<file path="config.mk">
export PLATFORM = sky130hd
export DESIGN_NAME = matmul_top
export DESIGN_NICKNAME = d
export VERILOG_FILES = /design/src/matmul_pkg.sv /design/src/single_port_ram.sv /design/src/matmul_regs.sv /design/src/matmul_engine.sv /design/src/matmul_top.sv
export SDC_FILE = /design/constraint.sdc
export NUM_CORES = 1
export LEC_CHECK = 0
export BUFFER_PORTS_ARGS = -buffer_cell sky130_fd_sc_hd__buf_2
export CAP_MARGIN = 20
export CORE_ASPECT_RATIO = 1.2
export CORE_MARGIN = 2
export CORE_UTILIZATION = 60
export DETAILED_ROUTE_END_ITERATION = 8
export HOLD_SLACK_MARGIN = 0.1
export PLACE_DENSITY = 0.8
export SYNTH_ARGS = -nofsm -noshare
export SYNTH_HDL_FRONTEND = slang
export SYNTH_SLANG_ARGS = --single-unit
</file>
<file path="constraint.sdc">
create_clock -name clk -period 9.1 [get_ports clk]
set_input_delay 0.91 -clock clk [delete_from_list [all_inputs] [get_ports clk]]
set_output_delay 0.91 -clock clk [all_outputs]
set_load 0.02 [all_outputs]
</file>
<file path="src/matmul_pkg.sv">
// shared constants, bank and register codes, status bits, bus word and address union
package matmul_pkg;

  // matrix geometry, fixed because the address map depends on it
  localparam int mat_dim   = 4;
  localparam int idx_bits  = 2;
  localparam int mat_elems = mat_dim * mat_dim;

  // bank field of the word address
  localparam logic [1:0] bank_a   = 2'd0;
  localparam logic [1:0] bank_b   = 2'd1;
  localparam logic [1:0] bank_c   = 2'd2;
  localparam logic [1:0] bank_reg = 2'd3;

  // register indices inside the register bank
  localparam logic [3:0] reg_ctrl   = 4'd0;
  localparam logic [3:0] reg_status = 4'd1;

  // status word bit positions
  localparam int status_busy = 0;
  localparam int status_done = 1;

  // wishbone data word
  typedef logic [31:0] wb_word_t;

  // element view: bank, row, column
  typedef struct packed {
    logic [1:0]          bank;
    logic [idx_bits-1:0] row;
    logic [idx_bits-1:0] col;
  } mem_view_t;

  // register view: space must be bank_reg
  typedef struct packed {
    logic [1:0] space;
    logic [3:0] index;
  } regs_view_t;

  // word address, bus bits 7 to 2
  typedef union packed {
    mem_view_t  mem;
    regs_view_t regs;
  } matmul_addr_u;

endpackage

</file>
<file path="src/single_port_ram.sv">
// single-port matrix ram, 16 words, registered read-before-write output
`timescale 1ns/1ps

module single_port_ram #(
  parameter int DATA_WIDTH = 18
) (
  input  logic                              clk,
  input  logic [2*matmul_pkg::idx_bits-1:0] addr,
  input  logic                              we,
  input  logic [DATA_WIDTH-1:0]             d,
  output logic [DATA_WIDTH-1:0]             q
);

  // one word per matrix element, row then column
  logic [DATA_WIDTH-1:0] mem [matmul_pkg::mat_elems];

  // no reset, maps onto block ram
  always_ff @(posedge clk) begin
    if (we) begin
      mem[addr] <= d;
    end
    // old contents on a write cycle
    q <= mem[addr];
  end

endmodule

</file>
<file path="src/matmul_regs.sv">
// wishbone slave: ctrl/status registers, address decode, ram port mux, bus hold while busy
`timescale 1ns/1ps

module matmul_regs #(
  parameter int DATA_WIDTH = 18
) (
  input  logic                              clk,
  input  logic                              reset,
  input  logic                              wb_cyc,
  input  logic                              wb_stb,
  input  logic                              wb_we,
  input  logic [7:0]                        wb_adr,
  input  matmul_pkg::wb_word_t              wb_dat_w,
  output matmul_pkg::wb_word_t              wb_dat_r,
  output logic                              wb_ack,
  output logic                              irq,
  output logic                              start,
  input  logic                              busy,
  input  logic [2*matmul_pkg::idx_bits-1:0] eng_a_addr,
  input  logic [2*matmul_pkg::idx_bits-1:0] eng_b_addr,
  input  logic [2*matmul_pkg::idx_bits-1:0] eng_c_addr,
  input  logic                              eng_c_we,
  input  logic [DATA_WIDTH-1:0]             eng_c_d,
  output logic [2*matmul_pkg::idx_bits-1:0] a_addr,
  output logic                              a_we,
  output logic [DATA_WIDTH-1:0]             a_d,
  output logic [2*matmul_pkg::idx_bits-1:0] b_addr,
  output logic                              b_we,
  output logic [DATA_WIDTH-1:0]             b_d,
  output logic [2*matmul_pkg::idx_bits-1:0] c_addr,
  output logic                              c_we,
  output logic [DATA_WIDTH-1:0]             c_d,
  input  logic [DATA_WIDTH-1:0]             a_q,
  input  logic [DATA_WIDTH-1:0]             b_q,
  input  logic [DATA_WIDTH-1:0]             c_q
);

  matmul_pkg::matmul_addr_u adr;
  logic [2*matmul_pkg::idx_bits-1:0] bus_elem;
  logic is_reg;
  logic is_mem;
  logic req;
  logic take;
  logic bus_wr;
  logic ctrl_go;
  logic busy_q;
  logic done;
  matmul_pkg::wb_word_t status_word;
  matmul_pkg::wb_word_t reg_rdata;

  // word address, byte lanes dropped
  assign adr      = wb_adr[7:2];
  assign is_reg   = (adr.regs.space == matmul_pkg::bank_reg);
  assign is_mem   = !is_reg;
  assign bus_elem = {adr.mem.row, adr.mem.col};

  // new request only, the ack cycle itself is not sampled again
  assign req = wb_cyc && wb_stb && !wb_ack;
  // matrix banks wait while the engine owns the rams
  assign take = req && !(is_mem && busy);
  assign bus_wr = take && wb_we && is_mem;

  // go bit only honoured when idle
  assign ctrl_go = take && wb_we && is_reg && !busy &&
                   (adr.regs.index == matmul_pkg::reg_ctrl) && wb_dat_w[0];

  always_ff @(posedge clk or posedge reset) begin
    if (reset) begin
      wb_ack <= 1'b0;
      start  <= 1'b0;
      busy_q <= 1'b0;
      done   <= 1'b0;
    end else begin
      wb_ack <= take;
      // start pulse lines up with the ctrl write ack
      start  <= ctrl_go;
      busy_q <= busy;
      // sticky until the next run starts
      if (start) begin
        done <= 1'b0;
      end else if (busy_q && !busy) begin
        done <= 1'b1;
      end
    end
  end

  assign irq = done;

  // status: busy and done, rest zero
  always_comb begin
    status_word = '0;
    status_word[matmul_pkg::status_busy] = busy;
    status_word[matmul_pkg::status_done] = done;
  end

  // ctrl and unmapped indices read zero
  always_comb begin
    reg_rdata = '0;
    if (adr.regs.index == matmul_pkg::reg_status) begin
      reg_rdata = status_word;
    end
  end

  // address is held until ack, ram q lines up with the ack cycle
  always_comb begin
    case (adr.mem.bank)
      matmul_pkg::bank_a: wb_dat_r = matmul_pkg::wb_word_t'(a_q);
      matmul_pkg::bank_b: wb_dat_r = matmul_pkg::wb_word_t'(b_q);
      matmul_pkg::bank_c: wb_dat_r = matmul_pkg::wb_word_t'(c_q);
      default:            wb_dat_r = reg_rdata;
    endcase
  end

  // ram ports, engine when busy, bus otherwise
  // a and b are only read by the engine
  assign a_addr = busy ? eng_a_addr : bus_elem;
  assign a_we   = !busy && bus_wr && (adr.mem.bank == matmul_pkg::bank_a);
  assign a_d    = wb_dat_w[DATA_WIDTH-1:0];

  assign b_addr = busy ? eng_b_addr : bus_elem;
  assign b_we   = !busy && bus_wr && (adr.mem.bank == matmul_pkg::bank_b);
  assign b_d    = wb_dat_w[DATA_WIDTH-1:0];

  // c takes engine results while busy
  assign c_addr = busy ? eng_c_addr : bus_elem;
  assign c_we   = busy ? eng_c_we : (bus_wr && (adr.mem.bank == matmul_pkg::bank_c));
  assign c_d    = busy ? eng_c_d : wb_dat_w[DATA_WIDTH-1:0];

endmodule

</file>
<file path="src/matmul_engine.sv">
// multiply-accumulate sequencer: row/col/k counters, read pipeline, accumulator, c write
`timescale 1ns/1ps

module matmul_engine #(
  parameter int DATA_WIDTH = 18
) (
  input  logic                              clk,
  input  logic                              reset,
  input  logic                              start,
  output logic                              busy,
  output logic [2*matmul_pkg::idx_bits-1:0] a_addr,
  output logic [2*matmul_pkg::idx_bits-1:0] b_addr,
  output logic [2*matmul_pkg::idx_bits-1:0] c_addr,
  output logic                              c_we,
  output logic [DATA_WIDTH-1:0]             c_d,
  input  logic [DATA_WIDTH-1:0]             a_q,
  input  logic [DATA_WIDTH-1:0]             b_q
);

  // per element: mat_dim read issues, one drain, one c write
  localparam int phase_bits = $clog2(matmul_pkg::mat_dim + 2);
  localparam logic [phase_bits-1:0] phase_drain = phase_bits'(matmul_pkg::mat_dim);
  localparam logic [phase_bits-1:0] phase_write = phase_bits'(matmul_pkg::mat_dim + 1);

  // last row or column index
  localparam logic [matmul_pkg::idx_bits-1:0] last_idx =
    matmul_pkg::idx_bits'(matmul_pkg::mat_dim - 1);

  logic [phase_bits-1:0]           phase;
  logic [matmul_pkg::idx_bits-1:0] row;
  logic [matmul_pkg::idx_bits-1:0] col;
  logic [matmul_pkg::idx_bits-1:0] k;
  logic                            rd_valid;
  logic                            last_elem;
  logic                            kick;
  logic [DATA_WIDTH-1:0]           prod;
  logic [DATA_WIDTH-1:0]           acc;

  // k is the low part of the phase during the read phases
  assign k = phase[matmul_pkg::idx_bits-1:0];

  // a walks along the row, b down the column
  assign a_addr = {row, k};
  assign b_addr = {k, col};

  // result goes to c at row, col
  assign c_addr = {row, col};
  assign c_we   = busy && (phase == phase_write);
  assign c_d    = acc;

  assign last_elem = (row == last_idx) && (col == last_idx);

  // new run only from idle
  assign kick = start && !busy;

  // product kept modulo 2**DATA_WIDTH
  assign prod = a_q * b_q;

  always_ff @(posedge clk or posedge reset) begin
    if (reset) begin
      busy     <= 1'b0;
      phase    <= '0;
      row      <= '0;
      col      <= '0;
      rd_valid <= 1'b0;
    end else begin
      // ram q valid the cycle after a read issue
      rd_valid <= busy && (phase < phase_drain);

      if (!busy) begin
        if (kick) begin
          busy  <= 1'b1;
          phase <= '0;
          row   <= '0;
          col   <= '0;
        end
      end else if (phase == phase_write) begin
        // element written, step to the next in row-major order
        phase <= '0;
        col   <= col + 1'b1;
        if (col == last_idx) begin
          row <= row + 1'b1;
        end
        // busy falls right after the final c write
        if (last_elem) begin
          busy <= 1'b0;
        end
      end else begin
        phase <= phase + 1'b1;
      end
    end
  end

  // accumulator
  // product k adds up while the read for k+1 is in flight
  // cleared at start and after each c write
  always_ff @(posedge clk) begin
    if (kick || c_we) begin
      acc <= '0;
    end else if (rd_valid) begin
      acc <= acc + prod;
    end
  end

endmodule

</file>
<file path="src/matmul_top.sv">
// top level: register block, multiply engine and the a, b, c matrix rams
`timescale 1ns/1ps

module matmul_top #(
  parameter int DATA_WIDTH = 18
) (
  input  logic                 clk,
  input  logic                 reset,
  input  logic                 wb_cyc,
  input  logic                 wb_stb,
  input  logic                 wb_we,
  input  logic [7:0]           wb_adr,
  input  matmul_pkg::wb_word_t wb_dat_w,
  output matmul_pkg::wb_word_t wb_dat_r,
  output logic                 wb_ack,
  output logic                 irq
);

  // engine handshake
  logic start;
  logic busy;

  // engine side ram requests
  logic [2*matmul_pkg::idx_bits-1:0] eng_a_addr;
  logic [2*matmul_pkg::idx_bits-1:0] eng_b_addr;
  logic [2*matmul_pkg::idx_bits-1:0] eng_c_addr;
  logic                              eng_c_we;
  logic [DATA_WIDTH-1:0]             eng_c_d;

  // muxed ram ports
  logic [2*matmul_pkg::idx_bits-1:0] a_addr;
  logic                              a_we;
  logic [DATA_WIDTH-1:0]             a_d;
  logic [DATA_WIDTH-1:0]             a_q;
  logic [2*matmul_pkg::idx_bits-1:0] b_addr;
  logic                              b_we;
  logic [DATA_WIDTH-1:0]             b_d;
  logic [DATA_WIDTH-1:0]             b_q;
  logic [2*matmul_pkg::idx_bits-1:0] c_addr;
  logic                              c_we;
  logic [DATA_WIDTH-1:0]             c_d;
  logic [DATA_WIDTH-1:0]             c_q;

  // bus slave and ram owner
  matmul_regs #(.DATA_WIDTH(DATA_WIDTH)) u_regs (
    .clk        (clk),
    .reset      (reset),
    .wb_cyc     (wb_cyc),
    .wb_stb     (wb_stb),
    .wb_we      (wb_we),
    .wb_adr     (wb_adr),
    .wb_dat_w   (wb_dat_w),
    .wb_dat_r   (wb_dat_r),
    .wb_ack     (wb_ack),
    .irq        (irq),
    .start      (start),
    .busy       (busy),
    .eng_a_addr (eng_a_addr),
    .eng_b_addr (eng_b_addr),
    .eng_c_addr (eng_c_addr),
    .eng_c_we   (eng_c_we),
    .eng_c_d    (eng_c_d),
    .a_addr     (a_addr),
    .a_we       (a_we),
    .a_d        (a_d),
    .b_addr     (b_addr),
    .b_we       (b_we),
    .b_d        (b_d),
    .c_addr     (c_addr),
    .c_we       (c_we),
    .c_d        (c_d),
    .a_q        (a_q),
    .b_q        (b_q),
    .c_q        (c_q)
  );

  // sequencer, 96 cycles per run
  matmul_engine #(.DATA_WIDTH(DATA_WIDTH)) u_engine (
    .clk    (clk),
    .reset  (reset),
    .start  (start),
    .busy   (busy),
    .a_addr (eng_a_addr),
    .b_addr (eng_b_addr),
    .c_addr (eng_c_addr),
    .c_we   (eng_c_we),
    .c_d    (eng_c_d),
    .a_q    (a_q),
    .b_q    (b_q)
  );

  // matrix a
  single_port_ram #(.DATA_WIDTH(DATA_WIDTH)) u_ram_a (
    .clk  (clk),
    .addr (a_addr),
    .we   (a_we),
    .d    (a_d),
    .q    (a_q)
  );

  // matrix b
  single_port_ram #(.DATA_WIDTH(DATA_WIDTH)) u_ram_b (
    .clk  (clk),
    .addr (b_addr),
    .we   (b_we),
    .d    (b_d),
    .q    (b_q)
  );

  // result matrix c
  single_port_ram #(.DATA_WIDTH(DATA_WIDTH)) u_ram_c (
    .clk  (clk),
    .addr (c_addr),
    .we   (c_we),
    .d    (c_d),
    .q    (c_q)
  );

endmodule

</file>
==> out/qor.yml, run 1 <==
status:
  status: "completed"
cts:
  cts-root-buf: "clkbuf_16"
  htree_levels: 3
  clock_latency_ns: 0.66
  path_clk_slew_ns: 0.07
  hold_buffers: 0
  cts_tree: "yes"
  cts.sinks: 949
  clk_path_buf_depth: 3
  cts_resized: 0
  postCtsSetupBuffers: 0
  cts_buffers: 88
drt:
  drtIter0Drc: 2562
  wl_per_cell_um: 27.32
  vias: 22715
  ant_nets: 0
  vias_per_cell: 6.333
  drc_errors: 0
  drtPass1Iterations: 6
  routed_wl_um: 97980
grt:
  grt_usage_pct: 28.01
  grt_overflow_total: 0
  antenna_found_initial: 6
  grt_pass1_wl_um: 147900
  grt_max_degree: 75
  grt_pass1_vias: 23951
cells_and_area:
  final_nets: 2825
  area_growth_pct: 10.56
  drive_gt1_share_pct: 19.98
  nFillCells: 4357
  finalNonFillerCells: 3587
worst_setup_path:
  crit_fanout: 19
  worstPathRequired_ns: 9.61
  cp-start-kind: "flip-flop"
  arrival_ns: 6.65
  cp-end-kind: "flip-flop"
  r2r_cells: 20
  crit_type: "reg -> reg"
timing:
  finalClockSkew_ns: 0.03300
  fmax_mhz: 162.9
  hold_viol: 0
  worst_pin_slew_ns: 1.088
  rsz0062_at_grt: "false"
  finalSetupViolCount: 0
  period_minus_slack_ns: 6.139
  slew_headroom_pct: 27.46
  setup_tns_ns: 0
  fin_crit_sh_pct: 67.46
  finalMaxSlewViolations: 0
min_path:
  hold_class: "in -> async"
synthesis:
  yosysTopAreaCell: "edfxtp_1"
  async_flop_share_pct: 1.370
  synth-main-ff-cell: "edfxtp_1"
  synth_top_family_by_area: "multiplexers"
  syn_avg_cell_area_um2: 16.71
  synth-simple-area-share_pct: 6.356
  synth_edf_count: 864
  synth.most_common_cell: "edfxtp_1"
  synth_compound_area_share_pct: 2.276
  ys_ff_latch: 949
  synth_common_cells: "edfxtp_1, nand2_1, mux4_2"
  yosys-top-cells-area: "edfxtp_1, mux4_2, fa_1"
  synthesis.area_um2: 41890
  synth.distinct_cells: 49
  synthCells: 2506
  synth_top_area_share_pct: 61.94
  yosys_warnings: 0
  ys_seq_area_share_pct: 66.16
  synthMuxAreaShare_pct: 12.85
  synthXorXnorAreaFrac_pct: 1.022
  synthAdderAreaFrac_pct: 7.790
power:
  p_leak_uw: 0.01638
  vdd.ir_drop.worst_uv: 667.6
  pwr_density_cell_nw_per_um2: 298.5
place:
  dp_hpwl_um: 58320
  gp_congestion: 0.9082
  dp_cells: 3417
  io_buffers: 48
floorplanning:
  row_count: 106
  ios: 79
  dieWidth_um: 245.2
  core-area_um2: 69360
  start_util_pct: 60.39
  die_h_um: 293.4
  dieArea_um2: 71950
run:
  drv_cap: 0
path summary, 6_finish.rpt:
kind                                    startpoint                            end  slack [ns]
max                           u_ram_b.q[0]$_DFF_P_  u_engine.c_d[17]$_SDFFE_PP0P_        2.96
min                                          reset         u_regs.irq$_DFFE_PP0P_        0.34
max reg2reg                   u_ram_b.q[0]$_DFF_P_  u_engine.c_d[17]$_SDFFE_PP0P_        2.96
min reg2reg                u_regs.wb_ack$_DFF_PP0_        u_regs.wb_ack$_DFF_PP0_        0.48
max in group asynchronous                    reset        u_engine.busy$_DFF_PP0_        8.27
min in group clk           u_regs.wb_ack$_DFF_PP0_        u_regs.wb_ack$_DFF_PP0_        0.48
stage by stage:
step           utilization (%)  cell area, µm²  setup slack, ns  hold slack (ns)  total power, µW
6_report                 66.77           46310            2.961           0.3438            13830
5_1_grt                  66.76           46310            2.642           0.3667            14710
4_1_cts                  66.64           46230            2.930           0.3204            13860
3_5_place_dp             62.43           43310            2.931           0.4664            10150
3_3_place_gp             62.35           43250            3.068           0.4517            10000
2_1_floorplan                -           41940            3.711           0.4459             9028
placed cells by master (no fill, tap or decap), types with 6 or more instances in the layout:
cell,synthesis,final
edfxtp_1,864,864
nand2_1,306,305
mux4_2,216,216
inv_1,197,197
fa_1,123,123
and2_1,118,118
clkbuf_16,0,89
dfxtp_1,72,72
buf_4,21,67
ha_1,64,64
a31oi_1,55,55
nor2_1,61,49
buf_2,22,48
and3_1,36,36
xnor2_1,29,29
mux2i_1,28,28
o21ai_0,27,27
a211oi_1,24,24
mux2_2,21,21
clkinv_2,0,21
nand3_1,20,20
a21oi_1,21,17
clkbuf_1,73,17
conb_1,1,14
nor3_2,0,12
nor2_2,0,12
dfrtp_1,13,12
clkinv_1,0,11
a21oi_4,0,8
a21o_1,7,7
xor2_1,7,7
bufinv_16,0,7
nor2b_1,6,6
layout make-up:
cell class	count	area [µm²]	share of cell area (%)
sequential	949	27710	59.84
inverter	197	739.5	1.597
multi-input combinational	1235	12910	27.87
clock inverter	54	561.8	1.213
tap	918	1149	2.480
antenna	1	2.502	0.005403
timing repair buffer	122	878.3	1.897
clock buffer	111	2360	5.095
kinds of logic (layout without fill, tap and decap cells):
group           after synthesis  count (layout)
fa+ha+maj                   187             187
mux                         265             265
other cells                   1              15
flops                       949             949
xor+xnor                     41              41
buf+inv                     335             484
compound gates              151             151
simple gates                577             577
sequential cells by signal (all words and copies together) (netlist names):
| name | cells |
|---|---|
| u_regs.busy_q | 1 |
| u_ram_c.mem | 288 |
| u_engine.row | 2 |
| u_regs.start | 1 |
| u_engine.rd_valid | 1 |
| u_ram_c.q | 18 |
| u_engine.c_d | 18 |
| u_engine.busy | 1 |
| u_ram_b.q | 18 |
| u_ram_a.mem | 288 |
| u_engine.col | 2 |
| u_regs.wb_ack | 1 |
| u_engine.phase | 3 |
| u_ram_a.q | 18 |
| u_ram_b.mem | 288 |
| u_regs.irq | 1 |
worst max-delay path, cell delays in order, from the launching register on:
cell,delay (ns)
dfxtp_1,0.89
nand2_1,0.18
fa_1,0.57
inv_1,0.05
fa_1,0.50
inv_1,0.05
fa_1,0.47
inv_1,0.05
fa_1,0.48
fa_1,0.56
inv_1,0.05
fa_1,0.48
inv_1,0.05
ha_1,0.35
nand2_1,0.09
o21ai_0,0.26
nor3_1,0.07
a21oi_1,0.22
xnor3_1,0.42
mux2i_1,0.15
nor2_1,0.05
where the power goes:
| group | switching [µW] | internal, µW | leakage (µW) |
|---|---|---|---|
| Sequential | 174 | 4840 | 0.00855 |
| Clock | 1630 | 2070 | 0.00143 |
| Combinational | 2740 | 2380 | 0.00641 |
| Total | 4540 | 9280 | 0.0164 |
layer usage:
| layer | share of wire, % | GRT usage [%] | up-vias |
|---|---|---|---|
| met2 | 49 | 45.29 | 1311 |
| met4 | 4.0 | 11.14 | 10 |
| met1 | 37 | 37.64 | 11718 |
| li1 | - | - | 9441 |
| met5 | 0.067 | 0 | - |
| met3 | 9.8 | 5.946 | 235 |
(Power assumes the default switching activity.)
==> run 2, diff against run 1 <==
Settings changed: ABC_AREA from default to 1, CORE_UTILIZATION 60 to 57, PLACE_DENSITY 0.8 to 0.79.
Clock period 9.1 ns to 5 ns, I/O delays scaled along.
==> out/qor.yml, run 2 <==
status:
  status: "complete, but fails checks"
  violations: "setup timing"
floorplanning:
  dieArea_um2: 75390  # +4.8%
  die_h_um: 300.4  # +2.4%
  start_util_pct: 57.60  # -2.8 points
  core-area_um2: 72430  # +4.4%
  dieWidth_um: 251.0  # +2.4%
  ios: 79  # unchanged
  row_count: 108  # +1.9%
synthesis:
  synth.most_common_cell: "edfxtp_1"
  syn_avg_cell_area_um2: 12.48  # -25%
  synth-simple-area-share_pct: 11.96  # +5.6 points
  synth.distinct_cells: 42  # -14%
  synthesis.area_um2: 41720  # -0.39%
  synth_edf_count: 864  # unchanged
  yosys-top-cells-area: "edfxtp_1, nand2_1, a22oi_1"
  synthXorXnorAreaFrac_pct: 0.2309  # -0.79 points
  synth-main-ff-cell: "edfxtp_1"
  synthCells: 3342  # +33%
  synth_common_cells: "edfxtp_1, nand2_1, inv_1"
  synthAdderAreaFrac_pct: 7.821  # +0.031 points
  ys_seq_area_share_pct: 66.42  # +0.26 points
  synth_top_family_by_area: "simple AND/OR/NAND/NOR gates"
  synth_top_area_share_pct: 62.18  # +0.25 points
  synth_compound_area_share_pct: 7.659  # +5.4 points
  yosys_warnings: 0  # unchanged
  async_flop_share_pct: 1.370  # unchanged
  ys_ff_latch: 949  # unchanged
  yosysTopAreaCell: "edfxtp_1"
  synthMuxAreaShare_pct: 0  # -13 points
worst_setup_path:
  cp-end-kind: "flip-flop"
  reg2reg_slack_ns: -0.09  # -3.06 ns
  crit_fanout: 6  # -13
  arrival_ns: 5.65  # -1.00 ns
  cp-start-kind: "flip-flop"
  worstPathRequired_ns: 5.55  # -4.06 ns
  crit_type: "reg -> reg"
run:
  drv_cap: 0  # unchanged
timing:
  hold_viol: 0  # unchanged
  rsz0062_at_grt: "true"
  fin_crit_sh_pct: 101.9  # +34 points
  setup_tns_ns: -0.2058  # -0.2058 ns
  finalClockSkew_ns: 0.02436  # -0.008637 ns
  slew_headroom_pct: 36.69  # +9.2 points
  fmax_mhz: 196.3  # +21%
  worst_pin_slew_ns: 0.9496  # -0.1385 ns
  finalWorstSetupSlack_ns: -0.09469  # -3.055 ns
  period_minus_slack_ns: 5.095  # -1.045 ns
  finalMaxSlewViolations: 0  # unchanged
  finalSetupViolCount: 3  # +3
cts:
  cts-root-buf: "clkbuf_16"
  clock_latency_ns: 0.66  # about the same
  htree_levels: 3  # unchanged
  path_clk_slew_ns: 0.07  # about the same
  cts_buffers: 86  # -2.3%
  cts_tree: "yes"
  clk_path_buf_depth: 3  # unchanged
  cts.sinks: 949  # unchanged
drt:
  vias: 27433  # +21%
  drtPass1Iterations: 6  # unchanged
  routed_wl_um: 105400  # +7.6%
  drc_errors: 0  # unchanged
  vias_per_cell: 6.064  # -4.2%
  ant_nets: 0  # unchanged
  drtIter0Drc: 3440  # +34%
  wl_per_cell_um: 23.30  # -15%
cells_and_area:
  nFillCells: 4935  # +13%
  final_cell_mix: "edfxtp_1, nand2_1, a22oi_1"
  seqCellArea_um2: 27770  # +0.22%
  multiInputGateArea_um2: 12050  # -6.7%
  top_regs: "u_ram_a.mem: 288 flops, u_ram_b.mem: 288 flops, u_ram_c.mem: 288 flops"
  area_growth_pct: 13.39
  final_nets: 3748  # +33%
  drive_gt1_share_pct: 15.56  # -4.4 points
  final_util_pct: 65.32  # -1.4 points
  finalNonFillerCells: 4524  # +26%
  layout_commonest_cell: "edfxtp_1"
place:
  dp_cells: 4333  # +27%
  dp_hpwl_um: 63940  # +9.6%
  pre_cts_slack_ns: -0.2756  # -3.206 ns
  gp_congestion: 0.9129  # +0.52%
  io_buffers: 48  # unchanged
grt:
  use_met1_pct: 35.60  # -2.0 points
  grt_max_degree: 146  # +95%
  grt_overflow_total: 0  # unchanged
  grtUsageMet2_pct: 45.54  # +0.25 points
  grt_pass1_vias: 26934  # +12%
  grt-busiest-layer: "met2"
  antenna_found_initial: 5  # -1
  grt_use_met3_pct: 6.164  # +0.22 points
  grt_pass1_wl_um: 157100  # +6.3%
  grt_usage_pct: 27.77  # -0.24 points
power:
  p_leak_uw: 0.01853  # +13%
  pwr_density_cell_nw_per_um2: 566.5  # +90%
  vdd.ir_drop.worst_uv: 1134  # +70%
min_path:
  hold_class: "in -> reg"
==> run 2: worst max-delay path, cell delays in order (launching register included) <==
cell	delay, ns
dfxtp_4	0.39
nand2_1	0.08
inv_2	0.07
fa_2	0.45
fa_1	0.54
inv_2	0.05
fa_1	0.51
inv_2	0.04
fa_1	0.47
inv_1	0.05
fa_1	0.46
fa_1	0.53
inv_2	0.04
ha_4	0.21
nand2_1	0.07
nand2_2	0.06
a31oi_2	0.16
nand3_2	0.17
a31oi_1	0.20
buf_4	0.17
inv_1	0.04
nand2_1	0.05
nand3_1	0.06
nand2_1	0.07
inv_1	0.04
==> run 2: cell families after synthesis <==
| logic type | count (synthesis) |
|---|---|
| other cells | 1 |
| xor+xnor | 11 |
| simple gates | 1181 |
| compound gates | 444 |
| buf+inv | 569 |
| flops | 949 |
| fa+ha+maj | 187 |
==> run 2: area by class of cell <==
| class | instances | share of cell area [%] |
|---|---|---|
| sequential | 949 | 58.71 |
| multi-input combinational | 1837 | 25.46 |
| clock buffer | 107 | 4.821 |
| timing repair buffer | 261 | 4.430 |
| inverter | 381 | 3.049 |
| tap | 935 | 2.473 |
| clock inverter | 50 | 1.037 |
| antenna | 4 | 0.02116 |
==> run 2: path summary, 6_finish.rpt <==
kind	end	from	depth (start not counted)
max	u_engine.c_d[17]$_SDFFE_PP0P_	u_ram_b.q[1]$_DFF_P_	24
min	u_regs.start$_DFF_PP0_	wb_adr[2]	4
max reg2reg	u_engine.c_d[17]$_SDFFE_PP0P_	u_ram_b.q[1]$_DFF_P_	24
min reg2reg	u_engine.rd_valid$_DFF_PP0_	u_engine.phase[2]$_DFFE_PP0P_	1
max in group asynchronous	u_engine.phase[1]$_DFFE_PP0P_	reset	3
min in group asynchronous	u_engine.busy$_DFF_PP0_	reset	3
==> run 2: where the power goes <==
group          leakage [µW]  switching (µW)  internal [µW]
logic               0.00861            6240           5110
clock network       0.00137            2870           3630
registers           0.00855             139           8800
==> run 2: through the flow <==
| step | instance area [µm²] | hold WS [ns] | power, µW |
|---|---|---|---|
| final | 47310 | 0.2282 | 26800 |
| after detailed placement | 43880 | 0.4272 | 17890 |
| after CTS | 46960 | 0.1797 | 25620 |
| after global routing | 47300 | 0.2403 | 28220 |
| after floorplan | 41830 | 0.3770 | 14720 |
| after global placement | 43880 | 0.4248 | 17620 |
==> run 2: repair_timing <==
item | CTS | global route
hold endpoints to repair | 18 | 0
endpoints found under the setup margin | 7 | 9
gates cloned | 0 | 0
resized for setup | 65 | 77
hold buffers | 2 | 0
buffers inserted | 13 | 15
pin swaps | 39 | 58
==> run 2: per-layer routing <==
layer | part of all wire (%) | vias up
li1 | - | 12077
met1 | 36 | 13500
met2 | 48 | 1566
met3 | 11 | 286
met4 | 4.7 | 4
met5 | 0.026 | -
